[src/spu_params.svh]
/*
 * shift unit parameters
 * datapath widths shared by the package, the pipeline stages and the testbench
 */
`ifndef SPU_PARAMS_SVH
`define SPU_PARAMS_SVH

// ----------------------------------------
// datapath widths
// ----------------------------------------

// operand and result width
`define SPU_DATA_W 32

// register shift amount, low byte of the shift register
`define SPU_AMT_W 8

// immediate shift amount field of the instruction
`define SPU_IMM_W 5

// byte lanes in the permute crossbar
`define SPU_LANES 4

`endif

[src/spu_pkg.sv]
/*
 * shift unit package
 * opcode and amount-source enums plus the request, decode,
 * stage and result structs passed along the two-stage pipeline
 */
`default_nettype none
`include "spu_params.svh"

package spu_pkg;

   // ----------------------------------------
   // encodings
   // ----------------------------------------

   typedef enum logic [1:0] {
      OP_LSL = 2'd0,
      OP_LSR = 2'd1,
      OP_ASR = 2'd2,
      OP_ROR = 2'd3
   } shift_op_e;

   // shift amount taken from the instruction or from a register
   typedef enum logic {
      SRC_IMM = 1'b0,
      SRC_REG = 1'b1
   } amt_src_e;

   // ----------------------------------------
   // pipeline payloads
   // ----------------------------------------

   typedef struct packed {
      shift_op_e               op;
      amt_src_e                src;
      logic [`SPU_IMM_W-1:0]   imm;
      logic [`SPU_AMT_W-1:0]   reg_amt;
      logic [`SPU_DATA_W-1:0]  operand;
      logic                    cflag;    // incoming carry
   } spu_req_t;

   // normalised request, held in the decode register
   typedef struct packed {
      shift_op_e               op;
      logic [`SPU_DATA_W-1:0]  operand;
      logic                    cflag;
      logic [`SPU_AMT_W-1:0]   rot_amt;     // full amount, drives the >32 cases
      logic [`SPU_IMM_W-1:0]   ror_amt;     // right rotate equivalent, mod 32
      logic                    shift_left;
      logic                    zero_shift;  // ror_amt is zero
      logic                    ge_32;       // shift clears every lane
   } spu_dec_t;

   // rotator output, lane selects indexed [dest byte][source lane]
   typedef struct packed {
      logic [`SPU_DATA_W-1:0]               rot_out;
      logic                                 rot_sign;
      logic [`SPU_LANES-1:0][`SPU_LANES-1:0] lane_sel;
      logic [`SPU_LANES-1:0]                lane_sgn;
      logic                                 carry;
   } spu_stage_t;

   typedef struct packed {
      logic [`SPU_DATA_W-1:0]  res;
      logic                    nflag;
      logic                    zflag;
      logic                    cflag;
   } spu_res_t;

endpackage

`default_nettype wire

[src/spu_amount_decode.sv]
/*
 * shift unit amount decode
 * first pipeline stage, normalises the shift amount of each request
 * into a right-rotate amount plus the zero and >=32 indicators
 */
`default_nettype none
`include "spu_params.svh"

module spu_amount_decode (
   input  logic              hclk_i,
   input  logic              arst_n_i,
   input  logic              req_valid_i,
   input  spu_pkg::spu_req_t req_i,
   output logic              dec_valid_o,
   output spu_pkg::spu_dec_t dec_o
);

   logic                  imm_zero;
   logic                  imm_is_32;
   logic [`SPU_AMT_W-1:0] imm_amt;
   logic [`SPU_AMT_W-1:0] rot_amt;
   logic [`SPU_IMM_W-1:0] rol_amt;
   logic [`SPU_IMM_W-1:0] ror_amt;
   logic                  shift_left;
   logic                  is_ror;
   spu_pkg::spu_dec_t     dec_d;

   // ----------------------------------------
   // amount normalisation
   // ----------------------------------------

   // immediate zero is "no shift" for lsl but 32 for lsr and asr
   assign imm_zero  = ~|req_i.imm;
   assign imm_is_32 = imm_zero &
                      ((req_i.op == spu_pkg::OP_LSR) | (req_i.op == spu_pkg::OP_ASR));

   // 32 is bit 5 alone, so the immediate field is cleared under it
   assign imm_amt = {{(`SPU_AMT_W - `SPU_IMM_W - 1){1'b0}},
                     imm_is_32,
                     {`SPU_IMM_W{~imm_is_32}} & req_i.imm};

   // register amounts use the whole low byte
   assign rot_amt = (req_i.src == spu_pkg::SRC_REG) ? req_i.reg_amt : imm_amt;

   // ----------------------------------------
   // rotate-right equivalent
   // ----------------------------------------

   // the rotator only turns right, lsl by n is ror by 32-n
   assign shift_left = (req_i.op == spu_pkg::OP_LSL);
   assign is_ror     = (req_i.op == spu_pkg::OP_ROR);
   assign rol_amt    = '0 - rot_amt[`SPU_IMM_W-1:0];
   assign ror_amt    = shift_left ? rol_amt : rot_amt[`SPU_IMM_W-1:0];

   always_comb begin
      dec_d.op         = req_i.op;
      dec_d.operand    = req_i.operand;
      dec_d.cflag      = req_i.cflag;
      dec_d.rot_amt    = rot_amt;
      dec_d.ror_amt    = ror_amt;
      dec_d.shift_left = shift_left;
      dec_d.zero_shift = ~|ror_amt;
      // ror wraps around, every other op empties the word at 32 and up
      dec_d.ge_32      = (|rot_amt[`SPU_AMT_W-1:`SPU_IMM_W]) & ~is_ror;
   end

   // ----------------------------------------
   // decode register
   // ----------------------------------------

   always_ff @(posedge hclk_i or negedge arst_n_i) begin
      if (!arst_n_i) begin
         dec_valid_o <= 1'b0;
         dec_o       <= '0;
      end else begin
         dec_valid_o <= req_valid_i;
         // payload only moves on a strobe
         if (req_valid_i) begin
            dec_o <= dec_d;
         end
      end
   end

   // ror by immediate is not an encodable request
   a_no_ror_imm: assert property (@(posedge hclk_i) disable iff (!arst_n_i)
      req_valid_i |-> !((req_i.op == spu_pkg::OP_ROR) && (req_i.src == spu_pkg::SRC_IMM)))
      else $error("spu_amount_decode: ror with immediate amount requested");

endmodule

`default_nettype wire

[src/spu_rotator.sv]
/*
 * shift unit rotator
 * second pipeline stage, 0-7 bit rotate with top byte masking and
 * sign insertion, lane select generation and carry, registered
 */
`default_nettype none
`include "spu_params.svh"

module spu_rotator (
   input  logic                hclk_i,
   input  logic                arst_n_i,
   input  logic                dec_valid_i,
   input  spu_pkg::spu_dec_t   dec_i,
   output logic                stg_valid_o,
   output spu_pkg::spu_stage_t stg_o
);

   localparam int DW    = `SPU_DATA_W;
   localparam int LANES = `SPU_LANES;
   localparam int LW    = `SPU_DATA_W / `SPU_LANES;

   logic                        is_ror;
   logic                        is_asr;
   logic                        keep_wrap;
   logic [1:0]                  ror_byte;
   logic [2:0]                  ror_bit;
   logic [DW-1:0]               ror_in;
   logic [DW-1:0]               ror_val_0;
   logic [DW-1:0]               ror_val;
   logic [LW-1:0]               top_base;
   logic [LW-1:0]               top_keep;
   logic                        rot_sign;
   logic [DW-1:0]               rot_out;
   logic [DW-1:0]               full_rot;
   logic [LANES-1:0][LANES-1:0] lane_sel;
   logic [LANES-1:0]            lane_sgn;
   logic                        rot_eq_00;
   logic                        rot_gt_32;
   logic                        c_gt_32;
   logic                        c_le_32;
   spu_pkg::spu_stage_t         stg_d;

   assign is_ror    = (dec_i.op == spu_pkg::OP_ROR);
   assign is_asr    = (dec_i.op == spu_pkg::OP_ASR);
   // ror and lsl may bring lanes round the top of the word
   assign keep_wrap = is_ror | dec_i.shift_left;
   assign ror_byte  = dec_i.ror_amt[4:3];
   assign ror_bit   = dec_i.ror_amt[2:0];
   assign ror_in    = dec_i.operand;

   // ----------------------------------------
   // 0-7 bit rotate right
   // ----------------------------------------

   always_comb begin
      case (ror_bit[1:0])
         2'd0:    ror_val_0 = ror_in;
         2'd1:    ror_val_0 = {ror_in[0],   ror_in[DW-1:1]};
         2'd2:    ror_val_0 = {ror_in[1:0], ror_in[DW-1:2]};
         default: ror_val_0 = {ror_in[2:0], ror_in[DW-1:3]};
      endcase
   end

   assign ror_val = ror_bit[2] ? {ror_val_0[3:0], ror_val_0[DW-1:4]} : ror_val_0;

   // ----------------------------------------
   // top byte mask and sign
   // ----------------------------------------

   // wrapped bits sit in the top byte only, right shifts drop the
   // upper ror_bit bits there, left shifts keep just those
   assign top_base = {LW{1'b1}} >> ror_bit;
   assign top_keep = (top_base ^ {LW{dec_i.shift_left & ~dec_i.zero_shift}}) |
                     {LW{is_ror}};

   // asr refills dropped bits with the operand sign
   assign rot_sign = is_asr & ror_in[DW-1];
   assign rot_out  = {(ror_val[DW-1 -: LW] & top_keep) | ({LW{rot_sign}} & ~top_keep),
                      ror_val[DW-LW-1:0]};

   // ----------------------------------------
   // crossbar selects
   // ----------------------------------------

   always_comb begin
      for (int b = 0; b < LANES; b++) begin
         for (int j = 0; j < LANES; j++) begin
            // byte b takes lane b+ror_byte, wrapped lanes only for ror and lsl,
            // a left shift also empties the bytes under the shift amount
            lane_sel[b][j] = ((2'(b) + ror_byte) == 2'(j)) &
                             ((j >= b) | keep_wrap) &
                             (~dec_i.shift_left | dec_i.zero_shift |
                              (ror_byte >= 2'(LANES - 1 - b))) &
                             ~dec_i.ge_32;
         end
         // an empty byte gets the sign instead
         lane_sgn[b] = ~|lane_sel[b];
      end
   end

   // ----------------------------------------
   // carry
   // ----------------------------------------

   // whole-word rotation, bit 0 is the last bit out of a left shift
   // and bit 31 the last out of a right shift
   always_comb begin
      case (ror_byte)
         2'd0:    full_rot = ror_val;
         2'd1:    full_rot = {ror_val[LW-1:0],   ror_val[DW-1:LW]};
         2'd2:    full_rot = {ror_val[2*LW-1:0], ror_val[DW-1:2*LW]};
         default: full_rot = {ror_val[3*LW-1:0], ror_val[DW-1:3*LW]};
      endcase
   end

   assign rot_eq_00 = ~|dec_i.rot_amt;
   assign rot_gt_32 = (|dec_i.rot_amt[`SPU_AMT_W-1:6]) |
                      (dec_i.rot_amt[5] & |dec_i.rot_amt[4:0]);

   // past 32, lsl and lsr give 0, asr the sign, ror keeps bit 31
   assign c_gt_32 = (is_ror & full_rot[DW-1]) | (is_asr & rot_sign);
   assign c_le_32 = dec_i.shift_left ? full_rot[0] : full_rot[DW-1];

   always_comb begin
      stg_d.rot_out  = rot_out;
      stg_d.rot_sign = rot_sign;
      stg_d.lane_sel = lane_sel;
      stg_d.lane_sgn = lane_sgn;
      // zero amount leaves c alone
      stg_d.carry    = rot_eq_00 ? dec_i.cflag : (rot_gt_32 ? c_gt_32 : c_le_32);
   end

   // ----------------------------------------
   // stage register
   // ----------------------------------------

   always_ff @(posedge hclk_i or negedge arst_n_i) begin
      if (!arst_n_i) begin
         stg_valid_o <= 1'b0;
         stg_o       <= '0;
      end else begin
         stg_valid_o <= dec_valid_i;
         if (dec_valid_i) begin
            stg_o <= stg_d;
         end
      end
   end

   // each output byte draws on at most one source lane
   a_sel_onehot0: assert property (@(posedge hclk_i) disable iff (!arst_n_i)
      stg_valid_o |-> ($onehot0(stg_o.lane_sel[0]) && $onehot0(stg_o.lane_sel[1]) &&
                       $onehot0(stg_o.lane_sel[2]) && $onehot0(stg_o.lane_sel[3])))
      else $error("spu_rotator: lane select not one-hot");

endmodule

`default_nettype wire

[src/spu_lane_matrix.sv]
/*
 * shift unit lane matrix
 * 4x4 byte-lane crossbar with sign injection, N and Z predicted
 * from the lane selects, combinational from the stage register
 */
`default_nettype none
`include "spu_params.svh"

module spu_lane_matrix (
   input  logic                stg_valid_i,
   input  spu_pkg::spu_stage_t stg_i,
   output logic                res_valid_o,
   output spu_pkg::spu_res_t   res_o
);

   localparam int LANES = `SPU_LANES;
   localparam int LW    = `SPU_DATA_W / `SPU_LANES;

   logic [`SPU_DATA_W-1:0] res;
   logic [LANES-1:0]       sgn_fill;
   logic [LANES-1:0]       lane_used;
   logic [LANES-1:0]       lane_set;
   logic                   nflag;
   logic                   zflag;

   // ----------------------------------------
   // crossbar and flags
   // ----------------------------------------

   always_comb begin
      res       = '0;
      lane_used = '0;
      nflag     = 1'b0;

      // sign goes only into bytes left empty by the selects
      sgn_fill = stg_i.lane_sgn & {LANES{stg_i.rot_sign}};

      for (int b = 0; b < LANES; b++) begin
         for (int j = 0; j < LANES; j++) begin
            res[b*LW +: LW] = res[b*LW +: LW] |
                              ({LW{stg_i.lane_sel[b][j]}} & stg_i.rot_out[j*LW +: LW]);
         end
         res[b*LW +: LW] = res[b*LW +: LW] | {LW{sgn_fill[b]}};
         // lanes that reach the result at all
         lane_used = lane_used | stg_i.lane_sel[b];
      end

      // non-zero test per source lane
      for (int j = 0; j < LANES; j++) begin
         lane_set[j] = |stg_i.rot_out[j*LW +: LW];
      end

      // n is the msb of whichever lane lands in the top byte
      for (int j = 0; j < LANES; j++) begin
         nflag = nflag | (stg_i.lane_sel[LANES-1][j] & stg_i.rot_out[j*LW + LW - 1]);
      end
      nflag = nflag | sgn_fill[LANES-1];

      // zero when no used lane has a set bit and no sign is injected,
      // no need to wait for the crossbar output
      zflag = ~((|(lane_set & lane_used)) | (|sgn_fill));

      // prediction must agree with the assembled word
      if (stg_valid_i) begin
         a_zflag_match: assert (zflag == (res == '0))
            else $error("spu_lane_matrix: zflag %0b for res %08h", zflag, res);
      end
   end

   // ----------------------------------------
   // outputs
   // ----------------------------------------

   assign res_valid_o = stg_valid_i;

   // c was settled in the rotator
   assign res_o = '{res: res, nflag: nflag, zflag: zflag, cflag: stg_i.carry};

endmodule

`default_nettype wire

[src/spu.sv]
/*
 * shift unit top level
 * lsl, lsr, asr and ror on a 32-bit operand in a two-stage pipeline,
 * amount decode, rotator with stage register, then the lane matrix
 */
`default_nettype none

module spu (
   input  logic              hclk_i,
   input  logic              arst_n_i,
   input  logic              req_valid_i,
   input  spu_pkg::spu_req_t req_i,
   output logic              res_valid_o,
   output spu_pkg::spu_res_t res_o
);

   // decode register outputs
   logic                dec_valid;
   spu_pkg::spu_dec_t   dec;

   // stage register outputs
   logic                stg_valid;
   spu_pkg::spu_stage_t stg;

   // ----------------------------------------
   // stage 1, amount decode
   // ----------------------------------------

   spu_amount_decode u_decode (
      .hclk_i      (hclk_i),
      .arst_n_i    (arst_n_i),
      .req_valid_i (req_valid_i),
      .req_i       (req_i),
      .dec_valid_o (dec_valid),
      .dec_o       (dec)
   );

   // ----------------------------------------
   // stage 2, rotate and buffer
   // ----------------------------------------

   spu_rotator u_rotator (
      .hclk_i      (hclk_i),
      .arst_n_i    (arst_n_i),
      .dec_valid_i (dec_valid),
      .dec_i       (dec),
      .stg_valid_o (stg_valid),
      .stg_o       (stg)
   );

   // result is combinational off the stage register
   spu_lane_matrix u_matrix (
      .stg_valid_i (stg_valid),
      .stg_i       (stg),
      .res_valid_o (res_valid_o),
      .res_o       (res_o)
   );

endmodule

`default_nettype wire

[config.mk]
export PLATFORM = sky130hd
export DESIGN_NAME = spu
export DESIGN_NICKNAME = d
export VERILOG_FILES = /design/src/spu_pkg.sv /design/src/spu_amount_decode.sv /design/src/spu_rotator.sv /design/src/spu_lane_matrix.sv /design/src/spu.sv
export VERILOG_INCLUDE_DIRS = /design/src
export SDC_FILE = /design/constraint.sdc
export NUM_CORES = 1
export LEC_CHECK = 0
export BUFFER_PORTS_ARGS = -buffer_cell sky130_fd_sc_hd__buf_4
export CORE_MARGIN = 10
export CORE_UTILIZATION = 55
export CTS_BUF_LIST = sky130_fd_sc_hd__clkbuf_16
export DETAILED_ROUTE_END_ITERATION = 6
export HOLD_SLACK_MARGIN = 0.02
export PLACE_DENSITY_LB_ADDON = 0.05
export SETUP_SLACK_MARGIN = 0.4
export SLEW_MARGIN = 20
export SYNTH_ARGS = -nofsm -noshare
export SYNTH_HDL_FRONTEND = slang
export SYNTH_HIERARCHICAL = 1
export SYNTH_SLANG_ARGS = --single-unit
[constraint.sdc]
create_clock -name hclk_i -period 3.5 [get_ports hclk_i]
set_input_delay 0.7 -clock hclk_i [delete_from_list [all_inputs] [get_ports hclk_i]]
set_output_delay 0.7 -clock hclk_i [all_outputs]
set_load 0.03 [all_outputs]
==> run metrics <==
final number of setup-violating endpoints 0; shortest period the worst path allows 2.879 ns; Final Hold Viols 0; Skew-Pair Late Insertion Delay approximately 0.35 ns; core occupancy in the finished layout 63.73%; post-synthesis net count 714; die boundary height 130.7 µm; total wire length after detailed routing 19.57 mm; WL per Instance 22.78 µm; arrival time of the worst setup path 2.18 ns; starting DRC count in detailed routing ~760; post-cts resize count 0; half-perimeter wire length of the detailed placement result ~15 mm; critical path startpoint category flop; floorplan die area 17090 µm²; worst-case vdd ir drop 0.3489 mV; clock root buffer sky130_fd_sc_hd__clkbuf_16; static leakage power 0.003326 µW; endpoint type of the worst setup path primary output; buffers from clock root to sink, at most 2; biggest area contributors in the synthesized netlist sky130_fd_sc_hd__dfrtp_1 39%, sky130_fd_sc_hd__mux2_2 12%, sky130_fd_sc_hd__a22oi_1 7.1%; count of different cell masters after synthesis 52; transition time at the pin with the least slew margin ~0.85 ns; mean instance size in the synthesized netlist approximately 10 µm²; minimum hold slack 0.4537 ns; first-pass GRT wire length 31.42 mm; max_slew headroom 43.47%; Cell Rows 40; count of vias placed by the detailed router about 5600; number of post-CTS setup repair buffers 0; final period utilization 82.25%; die width 130.7 µm; final estimated routing congestion in global placement 0.9250; number of pins with negative max-slew slack in the final report 0; Total Negative Setup Slacks 0 ns; GR Util All Layers 23.50%; pin count of the biggest net entering global routing 90; starting density of the core 56.14%; sum of overflow across all layers after global routing 0; Layout Area Growth over Synthesis 13.53%; status finished clean; antenna violation net count after detailed routing 0; unrepaired setup endpoints after global routing false; Worst Setup Slack, final 0.6213 ns; Antenna Cells 0; number of design rule violations left after detail routing 0; Clock Skews 0.006107 ns; Synth Flop Type sky130_fd_sc_hd__dfrtp_1; required time at the worst-slack endpoint around 2.8 ns; number of warnings reported in the yosys synthesis log 6; number of filler cells placed in the layout 979; Worst Setup Path Type flop to primary output; cell area after synthesis 6743 µm²; clock input transition at the sequential cells of the worst setup and hold paths 0.07 ns; cell area power density slightly above 600 nW/µm²; TritonCTS clock tree yes; number of instances in the synthesized netlist 658; antenna violations before repair 0; Max Clk Rate 0.3474 GHz; post-synthesis sequential element count approximately 110; Async S/R FF share, synth between 90% and 100%; cts-stage hold buffer count 0; number of nets in the layout 763; Tightest Hold Check Type input port to async pin; sequential cell area fraction in the yosys report 39.34%; number of ports placed on the die boundary 88; Non-Filler Cell Area, Final 7655 µm²; average vias per placed instance between 6 and 7; area leader, netlist sky130_fd_sc_hd__dfrtp_1; critical path peak fanout 6; placement-stage cell area approximately 7300 µm²; EDFF count, synth 0; worst setup slack after placement just under 1 ns; quantity of I/O buffers inserted on ports 87; Pre-Repair DR Iteration Count 6; Synth top area share about 40%; maximum capacitance violations 0; Placeable Area 12010 µm²; vias in the first global route 5616; clock sink count 106; maximum level of the CTS H-tree 3; CTS buffer count 9; fraction of final layout cells with drive strength greater than 1 30.62%
## Yosys cell counts (2+ instances only)
library cell	n
sky130_fd_sc_hd__nor2b_1	3
sky130_fd_sc_hd__buf_6	6
sky130_fd_sc_hd__ha_1	4
sky130_fd_sc_hd__or2_2	2
sky130_fd_sc_hd__a211oi_1	2
sky130_fd_sc_hd__a21oi_1	51
sky130_fd_sc_hd__a221oi_1	2
sky130_fd_sc_hd__nor4_1	12
sky130_fd_sc_hd__a31oi_1	4
sky130_fd_sc_hd__or3_1	2
sky130_fd_sc_hd__mux2i_1	41
sky130_fd_sc_hd__buf_4	11
sky130_fd_sc_hd__buf_2	10
sky130_fd_sc_hd__and2_1	2
sky130_fd_sc_hd__clkbuf_1	27
sky130_fd_sc_hd__o21ai_0	23
sky130_fd_sc_hd__nor3b_1	3
sky130_fd_sc_hd__dfrtp_1	106
sky130_fd_sc_hd__xnor2_1	8
sky130_fd_sc_hd__nand2b_1	4
sky130_fd_sc_hd__mux4_2	21
sky130_fd_sc_hd__inv_1	20
sky130_fd_sc_hd__mux2_2	71
sky130_fd_sc_hd__buf_1	5
sky130_fd_sc_hd__a22oi_1	64
sky130_fd_sc_hd__or4_1	2
sky130_fd_sc_hd__nor3_1	4
sky130_fd_sc_hd__nand2_1	31
sky130_fd_sc_hd__nor2_1	50
sky130_fd_sc_hd__nand3_1	44
sky130_fd_sc_hd__nor4_2	2
## cell families after synthesis
kind of cell               Yosys count  share of synthesized area [%]
AOI/OAI and AO/OA                  157                          15.16
xor gates and xnor gates             9                          1.169
adders and majority gates            4                         0.7423
buffers and inverters               80                          5.919
DFF                                106                          39.34
muxes                              135                          25.50
and+or+nand+nor                    167                          12.17
## critical path, stage by stage (launching register included)
cell and delay (ns):
sky130_fd_sc_hd__dfrtp_1 0.49, sky130_fd_sc_hd__nor4_1 0.38, sky130_fd_sc_hd__a21oi_1 0.11, sky130_fd_sc_hd__or4_1 0.53, sky130_fd_sc_hd__a21oi_1 0.15, sky130_fd_sc_hd__buf_4 0.18
## where the power goes
part / internal [µW] / switching [µW]
registers: 1430 / 425
logic: 784 / 1000
clock network: 563 / 467
total: 2770 / 1890
## final cells by class
cell class / instances / area, µm² / area share, %
Clock buffer: 9 / 225.2 / 2.942
Clock inverter: 7 / 80.08 / 1.046
Inverter: 21 / 78.83 / 1.030
Multi-Input combinational cell: 472 / 3691 / 48.22
Sequential cell: 106 / 2655 / 34.68
Tap cell: 147 / 183.9 / 2.403
Timing Repair Buffer: 97 / 740.7 / 9.676
## final timing paths
kind,startpoint,end,slack [ns],cells after the start
setup / recovery,u_rotator/stg_o[48],res_o[1],0.62,5
hold / removal,arst_n_i,u_rotator/stg_o[1],0.45,1
setup reg to reg,u_decode/dec_o[4],u_rotator/stg_o[0],1.04,6
hold reg to reg,u_decode/dec_o[49],u_decode/dec_o[49],0.54,1
max in group asynchronous,arst_n_i,u_decode/dec_o[30],2.33,2
min in group hclk_i,u_decode/dec_o[49],u_decode/dec_o[49],0.54,1
## per-stage QoR
| stage | power [µW] | cells |
|---|---|---|
| finish | 4669 | 859 |
| floorplan | 2975 | 658 |
| CTS | 4677 | 859 |
| detailed placement | 3633 | 843 |
| global placement | 3605 | 843 |
| global route | 4924 | 859 |
## layout by cell type, fill, tap and decap left out, drive strengths merged, types with 2 or more instances in the layout
master | Yosys | routed
nor3b | 3 | 3
nand2b | 4 | 4
clkbuf | 27 | 9
mux4 | 21 | 21
o21ai | 25 | 25
a211oi | 2 | 2
a21oi | 51 | 51
nand2 | 31 | 31
nor2b | 3 | 3
inv | 21 | 25
buf | 32 | 97
xnor2 | 8 | 8
or2 | 2 | 2
and2 | 2 | 2
ha | 4 | 4
a221oi | 2 | 2
mux2 | 71 | 71
dfrtp | 106 | 106
nor3 | 4 | 4
mux2i | 43 | 43
a22oi | 64 | 64
nor4 | 14 | 14
a31oi | 4 | 4
nor2 | 50 | 50
clkinv | 0 | 2
a2111oi | 2 | 2
or4 | 3 | 3
or3 | 2 | 2
nand3 | 44 | 44
or4b | 2 | 2
## metal layers
layer,vias to the layer above,global-route usage (%),wire [µm]
met3,33,6.124,1518
met5,-,0,0
met1,2792,31.33,8399
li1,2552,-,-
met2,255,36.99,9295
met4,0,6.867,357
## flip-flops by register name, indices dropped and copies added, names as in the netlist
signal / flops
u_decode/dec_o: 50
u_rotator/stg_valid_o: 1
u_decode/dec_valid_o: 1
u_rotator/stg_o: 54
(Power assumes the default switching activity.)
